`src/include/cnn_cfg.svh`:
```
`ifndef CNN_CFG_SVH
`define CNN_CFG_SVH

// Input image held in ROM, square
`define CNN_IMG_W 30

// Convolution kernel side
`define CNN_K 3

// Output side of one convolution map
`define CNN_CONV_W 28

// Output side of one pooled map
`define CNN_POOL_W 14

// Filters in the first layer
`define CNN_NUM_FILT 6

// Pooled maps sit above the six convolution maps (6 x 784)
`define CNN_POOL_BASE 4704

// Shared by image, weight and bias ROMs
`define CNN_ROM_AW 10

// Covers convolution area plus pooled area
`define CNN_SRAM_AW 13

`endif

```
`src/logic/cnn_mem_pkg.sv`:
```
`include "cnn_cfg.svh"

package cnn_mem_pkg;

	typedef logic [`CNN_ROM_AW-1:0] rom_addr_t;
	typedef logic [`CNN_SRAM_AW-1:0] sram_addr_t;

	// One ROM port, image, weight or bias
	typedef struct packed {
		logic cs;
		logic oe;
		rom_addr_t addr;
	} rom_port_t;

	// SRAM port A, read only
	typedef struct packed {
		logic cen;
		sram_addr_t addr;
	} sram_rd_t;

	// SRAM port B, write
	typedef struct packed {
		logic cen;
		logic wen;
		sram_addr_t addr;
	} sram_wr_t;

	typedef logic [2:0] filt_idx_t; // 0 to 5
	typedef logic [4:0] coord_t; // Row or column, up to 27

endpackage

```
`src/logic/cnn_ctrl_pkg.sv`:
```
package cnn_ctrl_pkg;

	typedef enum logic [2:0] {
		sched_idle,
		sched_conv_load,
		sched_conv_run,
		sched_pool_load,
		sched_pool_run,
		sched_finish
	} sched_state_e;

	// conv_idle waits for the next map between filters
	typedef enum logic [2:0] {
		conv_idle,
		conv_read_w,
		conv_read_9,
		conv_read_c,
		conv_nop,
		conv_write
	} conv_state_e;

	typedef enum logic [1:0] {
		op_max_cmp = 2'd0,
		op_bias_add = 2'd2
	} adder_op_e;

	typedef enum logic [1:0] {
		sel_conv = 2'd0,
		sel_pool = 2'd2
	} result_sel_e;

	typedef struct packed {
		logic pool_en;
		adder_op_e adder_op;
		result_sel_e result_sel;
	} dp_ctrl_t;

	// Bit n drives PE row n+1
	typedef struct packed {
		logic [2:0] if_ld;
		logic [2:0] w_ld;
	} pe_load_t;

	typedef struct packed {
		cnn_mem_pkg::coord_t row; // Output position
		cnn_mem_pkg::coord_t col;
		cnn_mem_pkg::coord_t krow; // Offset of the pixel being fetched
		cnn_mem_pkg::coord_t kcol;
		logic fetch;
		logic write;
		logic first; // First window of the map, weights fetched too
	} conv_pos_t;

	typedef struct packed {
		cnn_mem_pkg::coord_t prow;
		cnn_mem_pkg::coord_t pcol;
		logic [1:0] quad; // Row offset in bit 1, column offset in bit 0
		logic rd;
		logic wr;
	} pool_pos_t;

endpackage

```
`src/logic/layer_scheduler.sv`:
```
`timescale 1ns/100ps
`include "cnn_cfg.svh"

module layer_scheduler (
	input logic clk,
	input logic rst,
	input logic start,
	input logic conv_done,
	input logic pool_done,
	output logic conv_go,
	output logic pool_go,
	output cnn_mem_pkg::filt_idx_t filt,
	output cnn_ctrl_pkg::sched_state_e state,
	output cnn_ctrl_pkg::dp_ctrl_t dp_ctrl,
	output logic done
);

	localparam cnn_mem_pkg::filt_idx_t last_filt = cnn_mem_pkg::filt_idx_t'(`CNN_NUM_FILT - 1);

	logic pool_phase;

	always_ff @(posedge clk or posedge rst) begin
		if (rst) begin
			state <= cnn_ctrl_pkg::sched_idle;
			filt <= '0;
		end else begin
			case (state)
				cnn_ctrl_pkg::sched_idle, cnn_ctrl_pkg::sched_finish: begin
					if (start) begin // Also restarts from finish
						state <= cnn_ctrl_pkg::sched_conv_load;
						filt <= '0;
					end
				end
				cnn_ctrl_pkg::sched_conv_load: state <= cnn_ctrl_pkg::sched_conv_run;
				cnn_ctrl_pkg::sched_conv_run: begin
					if (conv_done) begin
						if (filt == last_filt) begin
							filt <= '0;
							state <= cnn_ctrl_pkg::sched_pool_load;
						end else begin
							filt <= filt + 1'b1;
							state <= cnn_ctrl_pkg::sched_conv_load;
						end
					end
				end
				cnn_ctrl_pkg::sched_pool_load: state <= cnn_ctrl_pkg::sched_pool_run;
				cnn_ctrl_pkg::sched_pool_run: begin
					if (pool_done) begin
						if (filt == last_filt) begin
							state <= cnn_ctrl_pkg::sched_finish;
						end else begin
							filt <= filt + 1'b1;
							state <= cnn_ctrl_pkg::sched_pool_load;
						end
					end
				end
				default: state <= cnn_ctrl_pkg::sched_idle;
			endcase
		end
	end

	assign conv_go = (state == cnn_ctrl_pkg::sched_conv_load); // One cycle per map
	assign pool_go = (state == cnn_ctrl_pkg::sched_pool_load);
	assign done = (state == cnn_ctrl_pkg::sched_finish);

	assign pool_phase = (state == cnn_ctrl_pkg::sched_pool_load) ||
		(state == cnn_ctrl_pkg::sched_pool_run);

	always_comb begin
		dp_ctrl.pool_en = (state == cnn_ctrl_pkg::sched_pool_run); // Qualified by the walker
		if (pool_phase) begin
			dp_ctrl.adder_op = cnn_ctrl_pkg::op_max_cmp;
			dp_ctrl.result_sel = cnn_ctrl_pkg::sel_pool;
		end else begin
			dp_ctrl.adder_op = cnn_ctrl_pkg::op_bias_add;
			dp_ctrl.result_sel = cnn_ctrl_pkg::sel_conv;
		end
	end

endmodule

```
`src/logic/conv_walker.sv`:
```
`timescale 1ns/100ps
`include "cnn_cfg.svh"

module conv_walker (
	input logic clk,
	input logic rst,
	input logic go,
	output cnn_ctrl_pkg::conv_pos_t pos,
	output cnn_ctrl_pkg::pe_load_t pe_load,
	output logic map_done
);

	localparam cnn_mem_pkg::coord_t last_pos = cnn_mem_pkg::coord_t'(`CNN_CONV_W - 1);
	localparam logic [3:0] last_fetch = 4'(`CNN_K * `CNN_K - 1);
	localparam logic [3:0] k_step = 4'(`CNN_K); // Next kernel row, same column
	localparam logic [3:0] new_col = 4'(`CNN_K - 1); // Rightmost kernel column

	cnn_ctrl_pkg::conv_state_e state;
	logic [3:0] fcnt;
	cnn_mem_pkg::coord_t row;
	cnn_mem_pkg::coord_t col;
	logic [1:0] krow;
	logic [1:0] kcol;
	logic fetch;
	logic first;

	always_ff @(posedge clk or posedge rst) begin
		if (rst) begin
			state <= cnn_ctrl_pkg::conv_idle;
			fcnt <= '0;
			row <= '0;
			col <= '0;
			map_done <= 1'b0;
		end else begin
			map_done <= 1'b0;
			case (state)
				cnn_ctrl_pkg::conv_idle: begin
					if (go) begin
						state <= cnn_ctrl_pkg::conv_read_w;
						fcnt <= '0;
						row <= '0;
						col <= '0;
					end
				end
				cnn_ctrl_pkg::conv_read_w, cnn_ctrl_pkg::conv_read_9: begin
					if (fcnt == last_fetch)
						state <= cnn_ctrl_pkg::conv_nop;
					else
						fcnt <= fcnt + 4'd1; // Full window, all nine pixels
				end
				cnn_ctrl_pkg::conv_read_c: begin
					if (fcnt == last_fetch)
						state <= cnn_ctrl_pkg::conv_nop;
					else
						fcnt <= fcnt + k_step; // New column only
				end
				cnn_ctrl_pkg::conv_nop: state <= cnn_ctrl_pkg::conv_write;
				cnn_ctrl_pkg::conv_write: begin
					if (col == last_pos) begin
						col <= '0;
						fcnt <= '0;
						if (row == last_pos) begin
							state <= cnn_ctrl_pkg::conv_idle;
							map_done <= 1'b1;
						end else begin
							row <= row + 1'b1;
							state <= cnn_ctrl_pkg::conv_read_9; // Row start refetches window
						end
					end else begin
						col <= col + 1'b1;
						fcnt <= new_col;
						state <= cnn_ctrl_pkg::conv_read_c;
					end
				end
				default: state <= cnn_ctrl_pkg::conv_idle;
			endcase
		end
	end

	// Fetch index to kernel row and column
	always_comb begin
		if (fcnt >= 2 * k_step) begin
			krow = 2'd2;
			kcol = 2'(fcnt - 2 * k_step);
		end else if (fcnt >= k_step) begin
			krow = 2'd1;
			kcol = 2'(fcnt - k_step);
		end else begin
			krow = 2'd0;
			kcol = 2'(fcnt);
		end
	end

	assign fetch = state inside {cnn_ctrl_pkg::conv_read_w, cnn_ctrl_pkg::conv_read_9,
		cnn_ctrl_pkg::conv_read_c};
	assign first = (state == cnn_ctrl_pkg::conv_read_w);

	always_comb begin
		pos.row = row;
		pos.col = col;
		pos.krow = cnn_mem_pkg::coord_t'(krow);
		pos.kcol = cnn_mem_pkg::coord_t'(kcol);
		pos.fetch = fetch;
		pos.write = (state == cnn_ctrl_pkg::conv_write);
		pos.first = first;
		pe_load.if_ld = fetch ? (3'b001 << krow) : 3'b000; // PE row of this pixel
		pe_load.w_ld = first ? pe_load.if_ld : 3'b000;
	end

endmodule

```
`src/logic/pool_walker.sv`:
```
`timescale 1ns/100ps
`include "cnn_cfg.svh"

module pool_walker (
	input logic clk,
	input logic rst,
	input logic go,
	output cnn_ctrl_pkg::pool_pos_t pos,
	output logic pool_en,
	output logic map_done
);

	localparam cnn_mem_pkg::coord_t last_pos = cnn_mem_pkg::coord_t'(`CNN_POOL_W - 1);

	logic active;
	logic wr;
	logic [1:0] quad;
	cnn_mem_pkg::coord_t prow;
	cnn_mem_pkg::coord_t pcol;

	always_ff @(posedge clk or posedge rst) begin
		if (rst) begin
			active <= 1'b0;
			wr <= 1'b0;
			quad <= '0;
			prow <= '0;
			pcol <= '0;
			map_done <= 1'b0;
		end else begin
			map_done <= 1'b0;
			if (!active) begin
				if (go) begin
					active <= 1'b1;
					quad <= '0;
					prow <= '0;
					pcol <= '0;
				end
			end else if (!wr) begin
				quad <= quad + 2'd1;
				wr <= (quad == 2'd3); // Write after the fourth read
			end else begin
				wr <= 1'b0;
				if (pcol == last_pos) begin
					pcol <= '0;
					if (prow == last_pos) begin
						active <= 1'b0;
						map_done <= 1'b1;
					end else begin
						prow <= prow + 1'b1;
					end
				end else begin
					pcol <= pcol + 1'b1;
				end
			end
		end
	end

	assign pos.prow = prow;
	assign pos.pcol = pcol;
	assign pos.quad = quad;
	assign pos.rd = active & ~wr;
	assign pos.wr = active & wr;
	assign pool_en = pos.rd; // Comparator runs over the four reads

endmodule

```
`src/logic/mem_addr_gen.sv`:
```
`timescale 1ns/100ps
`include "cnn_cfg.svh"

module mem_addr_gen (
	input cnn_ctrl_pkg::sched_state_e state,
	input cnn_mem_pkg::filt_idx_t filt,
	input cnn_ctrl_pkg::conv_pos_t conv_pos,
	input cnn_ctrl_pkg::pool_pos_t pool_pos,
	output cnn_mem_pkg::rom_port_t rom_im,
	output cnn_mem_pkg::rom_port_t rom_w,
	output cnn_mem_pkg::rom_port_t rom_b,
	output cnn_mem_pkg::sram_rd_t sram_rd,
	output cnn_mem_pkg::sram_wr_t sram_wr
);

	localparam int calc_w = 16;

	logic conv_phase;
	logic pool_phase;
	logic [calc_w-1:0] img_a;
	logic [calc_w-1:0] fidx;
	logic [calc_w-1:0] w_a;
	logic [calc_w-1:0] conv_wr_a;
	logic [calc_w-1:0] pool_rd_a;
	logic [calc_w-1:0] pool_wr_a;

	// Constant multiply as a sum of shifted copies
	function automatic logic [calc_w-1:0] mul_const(input logic [calc_w-1:0] x,
		input int unsigned k);
		logic [calc_w-1:0] acc;
		acc = '0;
		for (int i = 0; i < calc_w; i++) begin
			if (k[i])
				acc = acc + (x << i);
		end
		return acc;
	endfunction

	assign conv_phase = state inside {cnn_ctrl_pkg::sched_conv_load, cnn_ctrl_pkg::sched_conv_run};
	assign pool_phase = state inside {cnn_ctrl_pkg::sched_pool_load, cnn_ctrl_pkg::sched_pool_run};

	assign img_a = mul_const(calc_w'(conv_pos.row) + calc_w'(conv_pos.krow), `CNN_IMG_W) +
		calc_w'(conv_pos.col) + calc_w'(conv_pos.kcol);
	assign fidx = mul_const(calc_w'(conv_pos.krow), `CNN_K) + calc_w'(conv_pos.kcol);
	assign w_a = mul_const(calc_w'(filt), `CNN_K * `CNN_K) + fidx;
	assign conv_wr_a = mul_const(calc_w'(filt), `CNN_CONV_W * `CNN_CONV_W) +
		mul_const(calc_w'(conv_pos.row), `CNN_CONV_W) + calc_w'(conv_pos.col);
	assign pool_rd_a = mul_const(calc_w'(filt), `CNN_CONV_W * `CNN_CONV_W) +
		mul_const((calc_w'(pool_pos.prow) << 1) + calc_w'(pool_pos.quad[1]), `CNN_CONV_W) +
		(calc_w'(pool_pos.pcol) << 1) + calc_w'(pool_pos.quad[0]);
	assign pool_wr_a = calc_w'(`CNN_POOL_BASE) +
		mul_const(calc_w'(filt), `CNN_POOL_W * `CNN_POOL_W) +
		mul_const(calc_w'(pool_pos.prow), `CNN_POOL_W) + calc_w'(pool_pos.pcol);

	always_comb begin
		rom_im.cs = conv_phase;
		rom_im.oe = conv_phase & conv_pos.fetch;
		rom_im.addr = img_a[`CNN_ROM_AW-1:0];
		rom_w.cs = conv_phase;
		rom_w.oe = conv_phase & conv_pos.fetch & conv_pos.first; // First window only
		rom_w.addr = w_a[`CNN_ROM_AW-1:0];
		rom_b.cs = conv_phase;
		rom_b.oe = conv_phase & (conv_pos.fetch | conv_pos.write);
		rom_b.addr = `CNN_ROM_AW'(filt); // One bias per filter
		sram_rd.cen = pool_phase;
		sram_rd.addr = pool_rd_a[`CNN_SRAM_AW-1:0];
		sram_wr.cen = conv_phase | pool_phase;
		if (pool_phase) begin
			sram_wr.wen = pool_pos.wr;
			sram_wr.addr = pool_wr_a[`CNN_SRAM_AW-1:0];
		end else begin
			sram_wr.wen = conv_phase & conv_pos.write;
			sram_wr.addr = conv_wr_a[`CNN_SRAM_AW-1:0];
		end
	end

endmodule

```
`src/logic/cnn_ctrl.sv`:
```
`timescale 1ns/100ps

module cnn_ctrl (
	input logic clk,
	input logic rst,
	input logic start,
	output logic done,
	output cnn_mem_pkg::rom_port_t rom_im,
	output cnn_mem_pkg::rom_port_t rom_w,
	output cnn_mem_pkg::rom_port_t rom_b,
	output cnn_mem_pkg::sram_rd_t sram_rd,
	output cnn_mem_pkg::sram_wr_t sram_wr,
	output cnn_ctrl_pkg::pe_load_t pe_load,
	output cnn_ctrl_pkg::dp_ctrl_t dp_ctrl
);

	logic conv_go;
	logic pool_go;
	logic conv_done;
	logic pool_done;
	logic pool_en;
	cnn_mem_pkg::filt_idx_t filt;
	cnn_ctrl_pkg::sched_state_e state;
	cnn_ctrl_pkg::dp_ctrl_t sched_dp;
	cnn_ctrl_pkg::conv_pos_t conv_pos;
	cnn_ctrl_pkg::pool_pos_t pool_pos;

	layer_scheduler u_sched (.clk(clk), .rst(rst), .start(start), .conv_done(conv_done),
		.pool_done(pool_done), .conv_go(conv_go), .pool_go(pool_go), .filt(filt),
		.state(state), .dp_ctrl(sched_dp), .done(done));

	conv_walker u_conv (.clk(clk), .rst(rst), .go(conv_go), .pos(conv_pos),
		.pe_load(pe_load), .map_done(conv_done));

	pool_walker u_pool (.clk(clk), .rst(rst), .go(pool_go), .pos(pool_pos),
		.pool_en(pool_en), .map_done(pool_done));

	mem_addr_gen u_addr (.state(state), .filt(filt), .conv_pos(conv_pos),
		.pool_pos(pool_pos), .rom_im(rom_im), .rom_w(rom_w), .rom_b(rom_b),
		.sram_rd(sram_rd), .sram_wr(sram_wr));

	// Pooling enable only on walker read cycles
	assign dp_ctrl = '{
		pool_en: sched_dp.pool_en & pool_en,
		adder_op: sched_dp.adder_op,
		result_sel: sched_dp.result_sel
	};

endmodule

```
`config.mk`:
```
export PLATFORM = sky130hd
export DESIGN_NAME = cnn_ctrl
export DESIGN_NICKNAME = d
export VERILOG_FILES = /design/src/logic/cnn_mem_pkg.sv /design/src/logic/cnn_ctrl_pkg.sv /design/src/logic/layer_scheduler.sv /design/src/logic/conv_walker.sv /design/src/logic/pool_walker.sv /design/src/logic/mem_addr_gen.sv /design/src/logic/cnn_ctrl.sv
export VERILOG_INCLUDE_DIRS = /design/src /design/src/include
export SDC_FILE = /design/constraint.sdc
export NUM_CORES = 1
export LEC_CHECK = 0
export BUFFER_PORTS_ARGS = -buffer_cell sky130_fd_sc_hd__buf_2
export CORE_ASPECT_RATIO = 0.75
export CORE_MARGIN = 2
export CORE_UTILIZATION = 65
export DETAILED_ROUTE_END_ITERATION = 10
export GPL_TIMING_DRIVEN = 0
export PLACE_DENSITY = 0.94
export SETUP_SLACK_MARGIN = 0.3
export SYNTH_ARGS = -nofsm -noshare
export SYNTH_HDL_FRONTEND = slang
export SYNTH_SLANG_ARGS = --single-unit
export TNS_END_PERCENT = 50
```
`constraint.sdc`:
```
create_clock -name clk -period 11.2 [get_ports clk]
set_input_delay 3.36 -clock clk [delete_from_list [all_inputs] [get_ports clk]]
set_output_delay 3.36 -clock clk [all_outputs]
set_load 0.02 [all_outputs]
```
==> results of run 1 <==
cell type report:
| cell class | count | area share |
|---|---|---|
| buffer | 31 | 0.0319 |
| sequential | 39 | 0.147 |
| clock buffer | 6 | 0.0210 |
| tap | 112 | 0.0211 |
| inverter | 90 | 0.0510 |
| multi-input combinational | 517 | 0.675 |
| timing repair buffer | 67 | 0.0506 |
| clock inverter | 2 | 0.00245 |
cells by family (layout without fill, tap and decap cells):
group | count (synthesis) | count (layout) | share of synthesized area
adder cells (fa/ha/maj) | 149 | 149 | 0.369
AND/OR/NAND/NOR | 166 | 166 | 0.143
buffers and inverters | 121 | 196 | 0.0923
multiplexers | 10 | 10 | 0.0172
XOR/XNOR | 49 | 49 | 0.0721
other | 1 | 13 | 0.000630
AO/OA/AOI/OAI | 130 | 130 | 0.142
flip-flops | 39 | 39 | 0.164
worst register-to-register path: stages, from the launching register on:
cell	delay [ps]
sky130_fd_sc_hd__dfrtp_1	640
sky130_fd_sc_hd__inv_1	390
sky130_fd_sc_hd__ha_1	350
sky130_fd_sc_hd__nand2_1	200
sky130_fd_sc_hd__nor2_1	90
sky130_fd_sc_hd__o21ai_0	160
sky130_fd_sc_hd__and3_1	280
sky130_fd_sc_hd__o22ai_1	120
registers in the layout (all words and copies together) (netlist names):
| name | cells |
|---|---|
| u_conv.col | 5 |
| u_conv.map_done | 1 |
| u_pool.map_done | 1 |
| u_pool.prow | 5 |
| u_pool.wr | 1 |
| u_sched.filt | 3 |
| u_conv.row | 5 |
| u_conv.fcnt | 4 |
| u_conv.state | 3 |
| u_pool.active | 1 |
| u_pool.quad | 2 |
| u_pool.pcol | 5 |
| u_sched.state | 3 |
per-layer routing:
metal / global-route usage / vias to the layer above / wire, µm
met4: 0.130 / 0 / 655
met5: 0 / - / 0
li1: - / 2382 / -
met1: 0.418 / 2519 / 6290
met2: 0.565 / 354 / 7530
met3: 0.0731 / 87 / 1610
final timing paths:
path	from	to	slack, ps	cells after the start
max reg2reg	u_sched.filt[1]$_DFFE_PP0P_	u_sched.filt[1]$_DFFE_PP0P_	8830	7
min reg2reg	u_pool.quad[0]$_DFFE_PP0P_	u_pool.quad[0]$_DFFE_PP0P_	600	2
max	u_conv.fcnt[0]$_DFFE_PP0P_	rom_im[9]	1710	20
min in group asynchronous	rst	u_conv.state[0]$_DFFE_PP0P_	3260	2
min	u_pool.quad[0]$_DFFE_PP0P_	u_pool.quad[0]$_DFFE_PP0P_	600	2
max in group asynchronous	rst	u_pool.prow[4]$_DFFE_PP0P_	7400	2
power breakdown:
part,total (mW),switching [mW],internal [mW]
Clock,0.151,0.0621,0.0890
Combinational,1.61,1.01,0.607
Sequential,0.254,0.0764,0.177
layout by cell type, fill, tap and decap left out, types with 6 or more instances in the layout:
master                     netlist  routed
sky130_fd_sc_hd__o21ai_0        35      35
sky130_fd_sc_hd__nand2b_1       12      12
sky130_fd_sc_hd__and3_1          7       7
sky130_fd_sc_hd__xnor2_1        29      29
sky130_fd_sc_hd__nor3_1          7       7
sky130_fd_sc_hd__inv_1          90      89
sky130_fd_sc_hd__a211oi_1        6       6
sky130_fd_sc_hd__conb_1          1      13
sky130_fd_sc_hd__fa_1           44      44
sky130_fd_sc_hd__ha_1          105     105
sky130_fd_sc_hd__mux2i_1         8       8
sky130_fd_sc_hd__o31ai_1         7       7
sky130_fd_sc_hd__nor2_1         52      52
sky130_fd_sc_hd__o21a_1          8       8
sky130_fd_sc_hd__a21oi_1        27      27
sky130_fd_sc_hd__o211ai_1        6       6
sky130_fd_sc_hd__xor2_1         20      20
sky130_fd_sc_hd__nand3_1        10      10
sky130_fd_sc_hd__dfrtp_1        39      39
sky130_fd_sc_hd__buf_2           4      71
sky130_fd_sc_hd__nand2_1        46      46
sky130_fd_sc_hd__buf_4          24      24
sky130_fd_sc_hd__a21o_1         12      12
metrics by stage:
stage / hold WS, ps / cells
floorplan: 520 / 677
global placement: 576 / 856
detailed placement: 590 / 856
CTS: 600 / 864
global route: 630 / 864
finish: 604 / 864
==> results.md, run 1 <==
* Buffer count from post-CTS setup fixing at 0
* Final hold viol count at 0
* Largest delay contributor family on the critical path: adder cells
* Ratio of cells with drive above 1 in the final layout at 0.165
* PwrDens at about 300 nW/µm²
* Area Growth Syn to Fin at 11.4%
* Placer Congestion at about 0.9
* Sequential cell area at a little under 1000 µm²
* Post-Place Worst Slack at approximately 2200 ps
* Standby leakage power at ~3.8 nW
* Wire length of the first global-routing pass at around 26000 µm
* Depth of the CTS H-tree at 2
* Top flip-flop cell by instance count after synthesis: sky130_fd_sc_hd__dfrtp_1
* Initial detailed-routing violation count at 471
* Proportion of synthesized chip area in sequential cells at 0.164
* Worst-case vdd ir drop at 0.320 mV
* Startpoint types: flop
* Count of boundary I/O pins at 80
* Total Routing Usage GR at 0.333
* Number of clock sinks at 39
* Critical Path, Cell by Cell: inv_1, ha_1, or3b_4, a21oi_4, nand2_1, fa_1, xor2_1, inv_1, fa_1, inv_1, fa_1, inv_1, ha_1, ha_1, fa_1, a211oi_1, o21bai_1, a21oi_1, xnor2_1, buf_2
* Biggest cell delay along the critical path at between 600 and 700 ps
* Number of diodes at 0
* Maximum number of pins on one net before global-route repair at 40
* Drt total wl at 16100 µm
* Max-capacitance violation count at 0
* Filler Cell Count at just over 600
* Post-detailed-route DRC marker count at 0
* Slowest cell on crit path: sky130_fd_sc_hd__fa_1
* Post-Route Utilization at 0.739
* CTS tree: built
* Routed via count at approximately 5300
* Area after DPL at 6470 µm²
* Die Ht at 86.9 µm
* Later-pin clock latency in the skew report at approximately 300 ps
* Clock Skews at just over 7 ps
* Ranking of synthesized cells by instance count: sky130_fd_sc_hd__ha_1 (105), sky130_fd_sc_hd__inv_1 (90), sky130_fd_sc_hd__nor2_1 (52)
* Area taken by multi-input logic gates at ~4500 µm²
* Max FO, Critical Path at 7
* Endpoint type of the worst setup path: output port
* Maximum clock rate at between 100 and 150 MHz
* Fraction of the cycle the final worst path needs at 0.847
* Nets@finish at around 900
* Number of buffers on the longest clock path at 2
* Area fraction of the dominant cell type after synthesis at 0.221
* Average detailed-routed wire length per instance at between 15 and 20 µm
* Number of buffers added on ports at 67
* Minimum period implied by the final worst setup slack at about 9500 ps
* Setup repair after global routing missed its margin: false
* Relative max-transition margin at 0.415
* Number of library cell types mapped by synthesis at 62
* Setup tns final at 0 ps
* Async S/R FF share, synth at 1.00
* Most frequent cell after synthesis: sky130_fd_sc_hd__ha_1
* Post-route cell area at between 6000 and 7000 µm²
* Yosys warning count at 0
* Final-report max-slew violation count at 0
* Clk root buf: sky130_fd_sc_hd__clkbuf_16
* Site row count at 30
* Antenna violations before repair at 0
* Final setup violation count at 0
* Post-CTS clock slew at the launch and capture registers of the worst setup and hold paths at 60 ps
* Total power draw at just over 2 mW
* CP Buf/Inv Count at 5
* Leftover overflow at the end of global routing at 0
* Critical Path RT at between 7000 and 8000 ps
* Result of the run: finished clean
* Starting density of the core at 0.663
* Number of detailed-route iterations in the first pass at 6
* Library cell occupying the most area in the post-synthesis netlist: sky130_fd_sc_hd__ha_1
* Number of flops mapped to enable cells by yosys at 0
* Horizontal die dimension at 114 µm
* Total CTS buffers at 5
* Average size of a mapped cell at between 8 and 9 µm²
* Synth area leaders: sky130_fd_sc_hd__ha_1 (22%), sky130_fd_sc_hd__dfrtp_1 (16%), sky130_fd_sc_hd__fa_1 (15%)
* Post-DR vias/cell at 6.18
* Count of hold buffers inserted by post-cts repair at 0
* Antenna Violating Nets Remaining at 0
* Die area at 9950 µm²
* Class of the most critical hold timing path: flop to flop
* Detailed-placement wirelength estimate at around 12000 µm
* Transition at the pin with the smallest max-transition slack at 877 ps
* Post-synthesis sequential element count at 39
* Critical Setup Path Class: flop to output port
* Slack of the critical path at around 1700 ps
* Post-synthesis cell area at a little under 6000 µm²
* PostCTS Resize Cnt at 0
* Core region area at approximately 9000 µm²
* Count of mapped cells out of synthesis at 665
* Arrival time at the worst endpoint at just over 6000 ps
* Number of global-route vias before repair at about 5500
Power figures use the tool's default switching activity.
==> inputs of run 2 (changes only) <==
--- a/config.mk
+++ b/config.mk
@@ -9,10 +9,10 @@
 export BUFFER_PORTS_ARGS = -buffer_cell sky130_fd_sc_hd__buf_2
 export CORE_ASPECT_RATIO = 0.75
 export CORE_MARGIN = 2
-export CORE_UTILIZATION = 65
+export CORE_UTILIZATION = 54
 export DETAILED_ROUTE_END_ITERATION = 10
 export GPL_TIMING_DRIVEN = 0
-export PLACE_DENSITY = 0.94
+export PLACE_DENSITY = 0.83
 export SETUP_SLACK_MARGIN = 0.3
 export SYNTH_ARGS = -nofsm -noshare
 export SYNTH_HDL_FRONTEND = slang
==> constraint.sdc (replaced) <==
create_clock -name clk -period 8.24 [get_ports clk]
set_input_delay 2.472 -clock clk [delete_from_list [all_inputs] [get_ports clk]]
set_output_delay 2.472 -clock clk [all_outputs]
set_load 0.02 [all_outputs]
==> results.md, run 2 (same netlist as run 1, synthesis figures left out) <==
* Antenna violations before repair at 0 (unchanged)
* Setup tns final at 0 ps (unchanged)
* Max-capacitance violation count at 0 (unchanged)
* Routed via count at 4893 (-8.4%)
* Arrival time at the worst endpoint at 5310 ps (-820 ps)
* Horizontal die dimension at 125 µm (+9.4%)
* Final hold slack at 617 ps (+13.4 ps)
* Maximum clock rate at approximately 130 MHz
* Final non-filler cell total at 898 (+3.9%)
* Startpoint types: flop
* Fraction of the cycle the final worst path needs at 0.944
* Wire length of the first global-routing pass at 22300 µm (-14%)
* Area Growth Syn to Fin at 13.0%
* Transition at the pin with the smallest max-transition slack at 874 ps (-2.48 ps)
* Number of buffers on the longest clock path at 2 (unchanged)
* Clock Skews at 4.45 ps (-2.69 ps)
* Die Ht at 94.9 µm (+9.3%)
* Sequential cell area at 978 µm² (+0.26%)
* Most Frequent Cell on Critical Path: sky130_fd_sc_hd__ha_1
* Critical Path, Cell by Cell: inv_1, ha_1, or3b_4, a21oi_4, nand2_1, fa_2, xor2_2, inv_1, fa_1, buf_4, xor2_1, ha_1, fa_1, ha_1, a21o_1, a21oi_1, o21bai_1, a21oi_1, xnor2_1, buf_2
* Relative max-transition margin at 0.417 (+0.00250)
* Post-CTS clock slew at the launch and capture registers of the worst setup and hold paths at 60 ps (about the same)
* Count of boundary I/O pins at 80 (unchanged)
* Endpoint type of the worst setup path: output port
* Final setup violation count at 0 (unchanged)
* Post-DR vias/cell at 5.45 (-12%)
* Count of hold buffers inserted by post-cts repair at 0 (unchanged)
* Antenna Violating Nets Remaining at 0 (unchanged)
* Clk root buf: sky130_fd_sc_hd__clkbuf_16
* Nets@finish at 909 (+0.66%)
* Post-detailed-route DRC marker count at 0 (unchanged)
* Max FO, Critical Path at 3 (-4)
* Total CTS buffers at 5 (unchanged)
* Depth of the CTS H-tree at 2 (unchanged)
* Final-report max-slew violation count at 0 (unchanged)
* Most frequent cells in the layout: sky130_fd_sc_hd__ha_1 (105), sky130_fd_sc_hd__inv_1 (89), sky130_fd_sc_hd__buf_2 (71), sky130_fd_sc_hd__nor2_1 (51), sky130_fd_sc_hd__nand2_1 (46)
* Number of clock sinks at 39 (unchanged)
* Leftover overflow at the end of global routing at 0 (unchanged)
* Minimum period implied by the final worst setup slack at a little under 8000 ps
* Drt total wl at 13800 µm (-14%)
* PwrDens at 398 nW/µm² (+31%)
* Class of the most critical hold timing path: flop to flop
* Setup repair after global routing missed its margin: false
* Area taken by multi-input logic gates at 4510 µm² (+0.78%)
* Number of global-route vias before repair at 4759 (-13%)
* Later-pin clock latency in the skew report at 280 ps (-20 ps)
* Standby leakage power at 3.82 nW (+1.1%)
* Number of buffers added on ports at 67 (unchanged)
* Detailed-placement wirelength estimate at 11100 µm (-6.3%)
* Site row count at 33 (+10%)
* Cell count after placement at 884 (+3.3%)
* Average detailed-routed wire length per instance at 15.3 µm (-18%)
* Total Routing Usage GR at 0.232 (-0.100)
* Final hold viol count at 0 (unchanged)
* Maximum number of pins on one net before global-route repair at 40 (unchanged)
* Filler Cell Count at 917 (+49%)
* Placer Congestion at 0.879 (-2.3%)
* Starting density of the core at 0.550 (-0.113)
* Initial detailed-routing violation count at 193 (-59%)
* Slowest cell on crit path: sky130_fd_sc_hd__fa_1
* Core region area at 10800 µm² (+21%)
* Number of detailed-route iterations in the first pass at 5 (-1)
* Worst-case vdd ir drop at 0.424 mV (+33%)
* Number of diodes at 0 (unchanged)
* Critical Setup Path Class: flop to output port
* Critical Path RT at 5770 ps (-2070 ps)
* Most common cell after layout, fill and taps aside: sky130_fd_sc_hd__ha_1
* Ratio of cells with drive above 1 in the final layout at 0.181 (+0.0158)
* Result of the run: finished clean
* Die area at 11900 µm² (+20%)
* CTS tree: built
* Biggest cell delay along the critical path at 520 ps (-110 ps)
[run 2: cell count changes in the layout (fill, tap and decap cells not counted), sizes merged]
cell | previous run | this run
clkbuf | 9 | 10
clkinvlp | 1 | 0
buf | 95 | 101
[run 2: critical path: cells and delay by family (launching register included)]
family                   cells  cell delay [ps]
XOR/XNOR                     3              450
buffers and inverters        4              570
flip-flops                   1              360
AO/OA/AOI/OAI                5              920
adder cells (fa/ha/maj)      6             2220
AND/OR/NAND/NOR              2              490
[run 2: metal layers]
layer  vias up  GRT usage  wire length [µm]
met3        14     0.0374               756
li1       2411          -                 -
met1      2332      0.322              6450
met4         0     0.0509               152
met5         -          0                 0
met2       136      0.389              6400
[run 2: report_power, final]
group          switching [mW]  internal [mW]  total (mW)
combinational            1.33          0.832        2.16
clock                  0.0756          0.112       0.188
sequential             0.0899          0.242       0.332
total                    1.49           1.19        2.68
[run 2: path summary, 6_finish.rpt]
check / from / end / slack [ps] / cells past startpoint
worst max register to register: u_sched.filt[1]$_DFFE_PP0P_ / u_sched.filt[1]$_DFFE_PP0P_ / 6000 / 7
max in group asynchronous: rst / u_conv.fcnt[0]$_DFFE_PP0P_ / 5280 / 2
worst max-delay path: u_conv.fcnt[0]$_DFFE_PP0P_ / rom_im[8] / 460 / 20
worst min-delay path: u_pool.pcol[0]$_DFFE_PP0P_ / u_pool.pcol[0]$_DFFE_PP0P_ / 620 / 1
min in group asynchronous: rst / u_conv.state[1]$_DFFE_PP0P_ / 2360 / 2
worst min register to register: u_pool.pcol[0]$_DFFE_PP0P_ / u_pool.pcol[0]$_DFFE_PP0P_ / 620 / 1
[run 2: what timing repair did]
action,4_1_cts,5_1_grt
cloned,0,0
setup endpoints to repair,3,2
buffers inserted,4,2
pin swaps,1,2
gates resized for setup,5,4
[run 2: cell type report]
| cell class | count | share of cell area |
|---|---|---|
| inverters | 90 | 0.0502 |
| plain buffers | 31 | 0.0314 |
| clock inverters | 1 | 0.000744 |
| flip-flops and latches | 39 | 0.145 |
| multi-input cells | 517 | 0.670 |
| clock buffers | 7 | 0.0197 |
| repair buffers | 73 | 0.0565 |
| well taps | 140 | 0.0260 |
[run 2: per-stage QoR]
step | util | total power, mW | instance area, µm² | setup slack [ps]
2_1_floorplan | - | 1.87 | 6000 | 707
3_3_place_gp | 0.602 | 2.34 | 6510 | 370
3_5_place_dp | 0.602 | 2.45 | 6510 | 178
4_1_cts | 0.619 | 2.67 | 6690 | 343
5_1_grt | 0.622 | 2.93 | 6730 | 288
6_report | 0.622 | 2.68 | 6730 | 459
